$ cat config.mk
export PLATFORM = sky130hd
export DESIGN_NAME = rotatorTop
export DESIGN_NICKNAME = d
export VERILOG_FILES = /design/src/hw/rotatorPkg.sv /design/src/hw/twiddleRom.sv /design/src/hw/twiddleSequencer.sv /design/src/hw/complexRotator.sv /design/src/hw/wbRegs.sv /design/src/hw/rotatorTop.sv
export VERILOG_INCLUDE_DIRS = /design/src /design/src/hw
export SDC_FILE = /design/constraint.sdc
export NUM_CORES = 2
export LEC_CHECK = 0
export BUFFER_PORTS_ARGS = -buffer_cell sky130_fd_sc_hd__clkbuf_2
export CAP_MARGIN = 20
export CORE_UTILIZATION = 40
export CTS_CLUSTER_SIZE = 40
export DETAILED_ROUTE_END_ITERATION = 10
export PLACE_DENSITY = 0.6
export SYNTH_ARGS = -nofsm -noshare
export SYNTH_HDL_FRONTEND = slang
export SYNTH_SLANG_ARGS = --single-unit
$ cat constraint.sdc
create_clock -name CLK -period 17.9 [get_ports CLK]
set_input_delay 2.685 -clock CLK [delete_from_list [all_inputs] [get_ports CLK]]
set_output_delay 2.685 -clock CLK [all_outputs]
set_load 0.005 [all_outputs]
$ cat src/hw/rotator_settings.svh
`ifndef ROTATOR_SETTINGS_SVH
`define ROTATOR_SETTINGS_SVH

// Datapath widths
`define SAMPLE_WIDTH 16
`define FRAC_BITS 14

// Twiddle table
`define TWIDDLE_COUNT 24
`define INDEX_WIDTH 5

// Wishbone word addresses
`define WB_ADDR_WIDTH 2
`define ADDR_CTRL 2'd0
`define ADDR_SAMPLE 2'd1
`define ADDR_RESULT 2'd2
`define ADDR_STATUS 2'd3

`endif

$ cat src/hw/rotatorPkg.sv
`default_nettype none

package rotatorPkg;

  `include "rotator_settings.svh"

  typedef struct packed
  {
    logic signed [`SAMPLE_WIDTH-1:0] re;
    logic signed [`SAMPLE_WIDTH-1:0] im;
  } cplxSample;

  // Q1.14 pair, applied as cos - j*sin
  typedef struct packed
  {
    logic signed [`SAMPLE_WIDTH-1:0] cosine;
    logic signed [`SAMPLE_WIDTH-1:0] sine;
  } twiddle;

  typedef struct packed
  {
    logic [30:0] reserved;
    logic clearIndex;
  } ctrlWord;

  // Same write word, meaning picked by address
  typedef union packed
  {
    cplxSample sample;
    ctrlWord ctrl;
  } wbWord;

  typedef struct packed
  {
    logic [25:0] reserved;
    logic busy;
    logic [`INDEX_WIDTH-1:0] index;
  } statusWord;

  typedef struct packed
  {
    logic cyc;
    logic stb;
    logic we;
    logic [`WB_ADDR_WIDTH-1:0] adr;
    wbWord dat;
  } wbReq;

  typedef struct packed
  {
    logic ack;
    logic [31:0] dat;
  } wbRsp;

endpackage

`default_nettype wire

$ cat src/hw/twiddleRom.sv
`default_nettype none

`include "rotator_settings.svh"

module twiddleRom
(
  input wire logic CLK,
  input wire logic ARST,
  input wire logic [`INDEX_WIDTH-1:0] index,
  output rotatorPkg::twiddle tw
);

  // One entry per index, cosine first
  always_ff @(posedge CLK or posedge ARST)
  begin
    if (ARST)
    begin
      tw <= '0;
    end
    else
    begin
      case (index)
        5'd0: tw <= '{cosine: 16'h4000, sine: 16'h0000};
        5'd1: tw <= '{cosine: 16'h1090, sine: 16'h3DD1};
        5'd2: tw <= '{cosine: 16'hC894, sine: 16'h1FFF};
        5'd3: tw <= '{cosine: 16'hD2BF, sine: 16'hD2BF};
        5'd4: tw <= '{cosine: 16'h2000, sine: 16'hC894};
        5'd5: tw <= '{cosine: 16'h3DD1, sine: 16'h1090};
        5'd6: tw <= '{cosine: 16'h0000, sine: 16'h4000};
        5'd7: tw <= '{cosine: 16'hC22F, sine: 16'h1090};
        5'd8: tw <= '{cosine: 16'hE001, sine: 16'hC894};
        5'd9: tw <= '{cosine: 16'h2D41, sine: 16'hD2BF};
        5'd10: tw <= '{cosine: 16'h376C, sine: 16'h1FFF};
        5'd11: tw <= '{cosine: 16'hEF70, sine: 16'h3DD1};
        5'd12: tw <= '{cosine: 16'hC000, sine: 16'h0000};
        5'd13: tw <= '{cosine: 16'hEF70, sine: 16'hC22F};
        5'd14: tw <= '{cosine: 16'h376C, sine: 16'hE000};
        5'd15: tw <= '{cosine: 16'h2D41, sine: 16'h2D41};
        5'd16: tw <= '{cosine: 16'hE000, sine: 16'h376C};
        5'd17: tw <= '{cosine: 16'hC22F, sine: 16'hEF70};
        5'd18: tw <= '{cosine: 16'h0000, sine: 16'hC000};
        5'd19: tw <= '{cosine: 16'h3DD1, sine: 16'hEF70};
        5'd20: tw <= '{cosine: 16'h2000, sine: 16'h376C};
        5'd21: tw <= '{cosine: 16'hD2BF, sine: 16'h2D41};
        5'd22: tw <= '{cosine: 16'hC894, sine: 16'hE001};
        5'd23: tw <= '{cosine: 16'h1090, sine: 16'hC22F};
        default: tw <= '0; // Unused codes 24..31
      endcase
    end
  end

  // Sequencer wrap keeps the ROM inside its table
  a_indexInRange: assert property (
    @(posedge CLK) disable iff (ARST) index < `TWIDDLE_COUNT
  ) else $error("twiddle index %0d beyond table", index);

endmodule

`default_nettype wire

$ cat src/hw/twiddleSequencer.sv
`default_nettype none

`include "rotator_settings.svh"

module twiddleSequencer
(
  input wire logic CLK,
  input wire logic ARST,
  input wire logic advance,
  input wire logic clearIndex,
  output logic [`INDEX_WIDTH-1:0] index
);

  logic atLast;

  assign atLast = (index == `TWIDDLE_COUNT - 1);

  always_ff @(posedge CLK or posedge ARST)
  begin
    if (ARST)
    begin
      index <= '0;
    end
    else if (clearIndex) // Host restart wins
    begin
      index <= '0;
    end
    else if (advance)
    begin
      if (atLast)
      begin
        index <= '0;
      end
      else
      begin
        index <= index + 1'b1;
      end
    end
  end

  // CTRL and SAMPLE writes are acked on different edges
  a_noClearOnAdvance: assert property (
    @(posedge CLK) disable iff (ARST) !(advance && clearIndex)
  ) else $error("clear and advance in the same cycle");

endmodule

`default_nettype wire

$ cat src/hw/complexRotator.sv
`default_nettype none

`include "rotator_settings.svh"

module complexRotator
(
  input wire logic CLK,
  input wire logic ARST,
  input rotatorPkg::cplxSample sample,
  input wire logic sampleValid,
  input rotatorPkg::twiddle tw,
  output rotatorPkg::cplxSample result,
  output logic resultValid,
  output logic busy,
  output logic advance
);

  localparam int SumWidth = 2 * `SAMPLE_WIDTH + 1;
  localparam logic signed [SumWidth-1:0] MaxVal = (1 <<< (`SAMPLE_WIDTH - 1)) - 1;
  localparam logic signed [SumWidth-1:0] MinVal = -(1 <<< (`SAMPLE_WIDTH - 1));

  logic signed [2*`SAMPLE_WIDTH-1:0] prodAC;
  logic signed [2*`SAMPLE_WIDTH-1:0] prodBS;
  logic signed [2*`SAMPLE_WIDTH-1:0] prodBC;
  logic signed [2*`SAMPLE_WIDTH-1:0] prodAS;
  logic s1Valid;
  logic signed [SumWidth-1:0] sumRe;
  logic signed [SumWidth-1:0] sumIm;

  // Truncating shift back to Q15, then clip
  function automatic logic signed [`SAMPLE_WIDTH-1:0] saturate(
    input logic signed [SumWidth-1:0] sum
  );
    logic signed [SumWidth-1:0] shifted;
    shifted = sum >>> `FRAC_BITS;
    if (shifted > MaxVal)
      return MaxVal[`SAMPLE_WIDTH-1:0];
    else if (shifted < MinVal)
      return MinVal[`SAMPLE_WIDTH-1:0];
    else
      return shifted[`SAMPLE_WIDTH-1:0];
  endfunction

  // Index moves on as stage 1 takes the current twiddle
  assign advance = sampleValid;
  assign busy = sampleValid | s1Valid;

  always_ff @(posedge CLK or posedge ARST)
  begin
    if (ARST)
    begin
      s1Valid <= 1'b0;
      resultValid <= 1'b0;
    end
    else
    begin
      s1Valid <= sampleValid;
      resultValid <= s1Valid;
    end
  end

  // Stage 1 products
  always_ff @(posedge CLK)
  begin
    if (sampleValid)
    begin
      prodAC <= sample.re * tw.cosine;
      prodBS <= sample.im * tw.sine;
      prodBC <= sample.im * tw.cosine;
      prodAS <= sample.re * tw.sine;
    end
  end

  // Conjugate twiddle flips the sine terms
  assign sumRe = prodAC + prodBS;
  assign sumIm = prodBC - prodAS;

  always_ff @(posedge CLK)
  begin
    if (s1Valid)
    begin
      result.re <= saturate(sumRe);
      result.im <= saturate(sumIm);
    end
  end

  // Register block must hold off new samples while the pipe is full
  a_noSampleWhileBusy: assert property (
    @(posedge CLK) disable iff (ARST) sampleValid |-> !s1Valid
  ) else $error("sample entered a busy rotator");

endmodule

`default_nettype wire

$ cat src/hw/wbRegs.sv
`default_nettype none

`include "rotator_settings.svh"

module wbRegs
(
  input wire logic CLK,
  input wire logic ARST,
  input rotatorPkg::wbReq req,
  output rotatorPkg::wbRsp rsp,
  input wire logic [`INDEX_WIDTH-1:0] index,
  input rotatorPkg::cplxSample result,
  input wire logic resultValid,
  input wire logic busy,
  output rotatorPkg::cplxSample sample,
  output logic sampleValid,
  output logic clearIndex
);

  import rotatorPkg::*;

  logic ack;
  logic [31:0] rdData;
  logic accept;
  logic sampleWrite;
  logic ctrlWrite;
  cplxSample resultReg;
  statusWord status;

  // New transfer only when the previous ack has gone
  assign accept = req.cyc & req.stb & ~ack;
  assign sampleWrite = accept & req.we & (req.adr == `ADDR_SAMPLE);
  assign ctrlWrite = accept & req.we & (req.adr == `ADDR_CTRL);

  assign status.reserved = '0;
  assign status.busy = busy;
  assign status.index = index;

  assign rsp.ack = ack;
  assign rsp.dat = rdData;

  always_ff @(posedge CLK or posedge ARST)
  begin
    if (ARST)
    begin
      ack <= 1'b0;
      sampleValid <= 1'b0;
      clearIndex <= 1'b0;
      resultReg <= '0;
    end
    else
    begin
      ack <= accept;
      sampleValid <= sampleWrite & ~busy; // Dropped while rotating
      clearIndex <= ctrlWrite & req.dat.ctrl.clearIndex;
      if (resultValid)
      begin
        resultReg <= result;
      end
    end
  end

  always_ff @(posedge CLK)
  begin
    if (sampleWrite && !busy)
    begin
      sample <= req.dat.sample;
    end
  end

  // Read data captured on the accepting edge
  always_ff @(posedge CLK)
  begin
    if (accept && !req.we)
    begin
      case (req.adr)
        `ADDR_RESULT: rdData <= resultReg;
        `ADDR_STATUS: rdData <= status;
        default: rdData <= '0; // CTRL and SAMPLE read as zero
      endcase
    end
  end

  a_singleAck: assert property (
    @(posedge CLK) disable iff (ARST) rsp.ack |=> !rsp.ack
  ) else $error("ack held for two cycles");

endmodule

`default_nettype wire

$ cat src/hw/rotatorTop.sv
`default_nettype none

`include "rotator_settings.svh"

module rotatorTop
(
  input wire logic CLK,
  input wire logic ARST,
  input rotatorPkg::wbReq req,
  output rotatorPkg::wbRsp rsp
);

  import rotatorPkg::*;

  cplxSample sample;
  cplxSample result;
  twiddle tw;
  logic sampleValid;
  logic resultValid;
  logic busy;
  logic advance;
  logic clearIndex;
  logic [`INDEX_WIDTH-1:0] index;

  wbRegs regs
  (
    .CLK(CLK),
    .ARST(ARST),
    .req(req),
    .rsp(rsp),
    .index(index),
    .result(result),
    .resultValid(resultValid),
    .busy(busy),
    .sample(sample),
    .sampleValid(sampleValid),
    .clearIndex(clearIndex)
  );

  twiddleSequencer seq
  (
    .CLK(CLK),
    .ARST(ARST),
    .advance(advance),
    .clearIndex(clearIndex),
    .index(index)
  );

  // ROM output lags index by one edge
  twiddleRom rom
  (
    .CLK(CLK),
    .ARST(ARST),
    .index(index),
    .tw(tw)
  );

  complexRotator rot
  (
    .CLK(CLK),
    .ARST(ARST),
    .sample(sample),
    .sampleValid(sampleValid),
    .tw(tw),
    .result(result),
    .resultValid(resultValid),
    .busy(busy),
    .advance(advance)
  );

endmodule

`default_nettype wire

==> flow_summary.ini <==
[routing]
vias_per_cell = 5.01
first_pass_iters = 6
vias = 33543
drc = 0
antenna_left = 0
wire_per_inst_um = 18.4
drtIter0Drc = 2133
wl_um = 123000

[floorplanning]
num_rows = 130
die_x_um = 357
core_mm2 = 0.125
fp.dieH_um = 357
start_util = 0.403
die_area_mm2 = 0.128
io-pin-count = 72

[timing]
setup_viol = 0
clock_skew_ps = 53.0
tns_ps = 0
finalCritPeriodShare = 0.427
tightest_slew_ps = 1110
hold_viol = 0
fmax_mhz = 131
rsz0062_at_grt = no
slew_headroom = 0.260
layout_min_cycle_time_ps = 7650
slew_viol_final = 0

[layout]
fill_cells = 12082
most-common-layout-cells = inv_1, fa_1, nand2_1, and2_1, ha_1
layout-drive-gt1-share = 0.0519
fin_nets = 6500
final_common_cell = inv_1
area_growth_pct = 7.09

[critical_path]
crit_arrival_ps = 7970
critPathKind = reg -> reg
slowest_delay_ps = 1080
reg2reg_depth = 19
crit_top_cell = fa_1
path_cells = nand2_1 > fa_1 > fa_1 > fa_1 > inv_1 > fa_1 > fa_1 > inv_1 > fa_1 > inv_1 > ha_1 > and3_1 > o2111ai_1 > a21oi_1 > a2bb2oi_1 > a211oi_1 > o21ai_0 > a31oi_1 > xnor2_1
r2r_end = rot.prodAC[27]$_DFFE_PP_
crit_required_ps = 18220
r2r_setup_slack_ps = 10250
critPathLaunchType = register
crit_fanout = 26
crit_slowest_cell = edfxtp_1
endpoint_kind = register
critical_path_buf_inv_count = 3
critical-path-top-delay-family = adder cells
r2r-start = regs.sample[22]$_DFFE_PP_

[place]
io_buffers = 71
finalWeightedCongestion = 0.898
dpl.hpwl_um = 98100

[global_route]
grt_max_degree = 70
met1_usage = 0.271
grt_pass1_wl_um = 200000
grt_util_met2 = 0.335
grt_pass1_vias = 36249
gr-max-usage-layer = met2
overflow = 0
antenna_found_initial = 9
grtUsageMet3 = 0.0345
grt.total_usage = 0.204

[yosys]
synth_nets = 6493
synth.avg_cell_area_um2 = 10.1
synth_edf_count = 224
synth_cells = 5010
synthArstFlopShare = 0.233
synth_top_flop_cell = edfxtp_1
ys_warn_count = 0
synth_seq_cells = 292
synth_cell_type_count = 73
syn_area_mm2 = 0.0505
seq_area_frac_synth = 0.167

[min_path]
min_delay_path_depth = 1
min_path_type = reg -> reg
hold_path_startpoint = rot.result[1]$_SDFFCE_PN1P_
holdPathEnd = regs.resultReg[1]$_DFFE_PP0P_

[cts]
cts_resized = 0
cts_root_buf = clkbuf_16
holdBufCountCts = 0
clk_path_buf_depth = 3
post_cts_buffers = 0
cts_buffers = 39
clkLatencyLatePin_ps = 620
cts_tree = yes
h-tree-depth = 2
cts_sinks = 292
clkSlewWorstSetupHoldPaths_ps = 60

[outcome]
outcome = completed

[flow_run]
cap_viol_max_count = 0
-- worst register-to-register path, cell delays in order (launching register included) --
cell       delay [ps]
edfxtp_1         1080
nand2_1           350
fa_1              590
fa_1              460
fa_1              520
inv_1              50
fa_1              490
fa_1              490
inv_1              50
fa_1              470
inv_1              40
ha_1              330
and3_1            250
o2111ai_1         190
a21oi_1           230
a2bb2oi_1         340
a211oi_1          180
o21ai_0           500
a31oi_1           310
xnor2_1           460
-- cell families (layout without fill, tap and decap cells) --
kind of cell / Yosys count / count (layout) / share of synthesized area
flops: 292 / 292 / 0.167
other cells: 0 / 3 / 0
xor+xnor: 173 / 173 / 0.0300
mux: 40 / 40 / 0.00871
fa+ha+maj: 1444 / 1444 / 0.513
buf+inv: 1378 / 1415 / 0.103
compound gates: 490 / 490 / 0.0620
simple gates: 1193 / 1193 / 0.117
-- per-layer routing --
metal	up-vias	routed length (um)
li1	15270	-
met1	17193	52000
met2	890	58400
met3	186	7970
met4	4	4700
met5	-	23
-- worst max path at each step --
stage	startpoint	end	slack [ps]	cells after the start
6_report	regs.sample[22]$_DFFE_PP_	rot.prodAC[27]$_DFFE_PP_	10250	19
3_3_place_gp	regs.sample[6]$_DFFE_PP_	rot.prodBS[31]$_DFFE_PP_	10540	23
5_1_grt	regs.sample[6]$_DFFE_PP_	rot.prodBS[31]$_DFFE_PP_	9870	23
4_1_cts	regs.sample[6]$_DFFE_PP_	rot.prodBS[31]$_DFFE_PP_	10370	23
3_5_place_dp	regs.sample[22]$_DFFE_PP_	rot.prodAS[30]$_DFFE_PP_	10370	24
2_1_floorplan	regs.sample[15]$_DFFE_PP_	rot.prodBC[30]$_DFFE_PP_	11440	23
-- synthesized netlist by cell type, types with 4 or more instances --
| master | count | share of area |
|---|---|---|
| clkbuf_1 | 163 | 0.012 |
| o21a_1 | 10 | 0.0015 |
| inv_1 | 1202 | 0.089 |
| a31oi_1 | 16 | 0.0020 |
| nor3_1 | 23 | 0.0023 |
| a211oi_1 | 11 | 0.0016 |
| o21ai_0 | 88 | 0.0087 |
| xnor2_1 | 129 | 0.022 |
| edfxtp_1 | 224 | 0.13 |
| buf_1 | 6 | 0.00045 |
| nor4_1 | 4 | 0.00050 |
| mux2_2 | 32 | 0.0071 |
| nand3_1 | 31 | 0.0031 |
| mux2i_1 | 8 | 0.0016 |
| a21oi_1 | 156 | 0.015 |
| o22ai_1 | 20 | 0.0025 |
| or3_1 | 9 | 0.0011 |
| dfrtp_1 | 68 | 0.034 |
| nand2b_1 | 29 | 0.0036 |
| nor2b_1 | 27 | 0.0033 |
| a31o_2 | 5 | 0.00087 |
| a221oi_1 | 4 | 0.00069 |
| o211ai_1 | 10 | 0.0015 |
| o21bai_1 | 35 | 0.0052 |
| xor2_1 | 44 | 0.0076 |
| nor2_1 | 148 | 0.011 |
| nand4_1 | 15 | 0.0019 |
| ha_1 | 396 | 0.098 |
| nand2_1 | 463 | 0.034 |
| nor3b_1 | 5 | 0.00074 |
| or2_2 | 9 | 0.0011 |
| and3_1 | 10 | 0.0012 |
| o21ai_1 | 4 | 0.00040 |
| o31a_1 | 4 | 0.00069 |
| a311oi_1 | 7 | 0.0012 |
| a311o_1 | 4 | 0.00079 |
| and2_1 | 409 | 0.051 |
| a21o_1 | 79 | 0.012 |
| fa_1 | 1048 | 0.42 |
| a2bb2oi_1 | 4 | 0.00069 |
-- registers in the layout, summed over array words and instances (netlist names) --
register,flops
rom.tw,26
rot.result,32
rot.resultValid,1
rot.prodAC,32
regs.resultReg,32
regs.sample,32
regs.rdData,32
regs.clearIndex,1
regs.ack,1
regs.sampleValid,1
rot.prodBS,32
rot.prodAS,32
seq.index,5
rot.s1Valid,1
rot.prodBC,32
-- layout make-up --
cell class / instances / area, um^2 / share of cell area
multi-input cells: 3340 / 36900 / 0.683
flip-flops and latches: 292 / 8430 / 0.156
inverters: 1205 / 4520 / 0.0836
well taps: 1650 / 2060 / 0.0381
clock buffers: 49 / 1050 / 0.0195
repair buffers: 139 / 886 / 0.0164
clock inverters: 22 / 210 / 0.00388
diodes: 3 / 7.51 / 0.000139
-- through the flow --
stage	instances	utilization	instance area, um^2	hold slack, ps	setup slack (ps)
floorplan	5010	-	50500	426	11440
global placement	6624	0.421	52800	459	10540
detailed placement	6624	0.421	52800	464	10370
CTS	6695	0.431	54100	471	10370
global route	6698	0.432	54100	491	9870
finish	6700	0.432	54100	470	10250
Power is left out: the tool's default activity adds up to more than one toggle a clock period on the data nets, which glitch-free logic cannot reach.
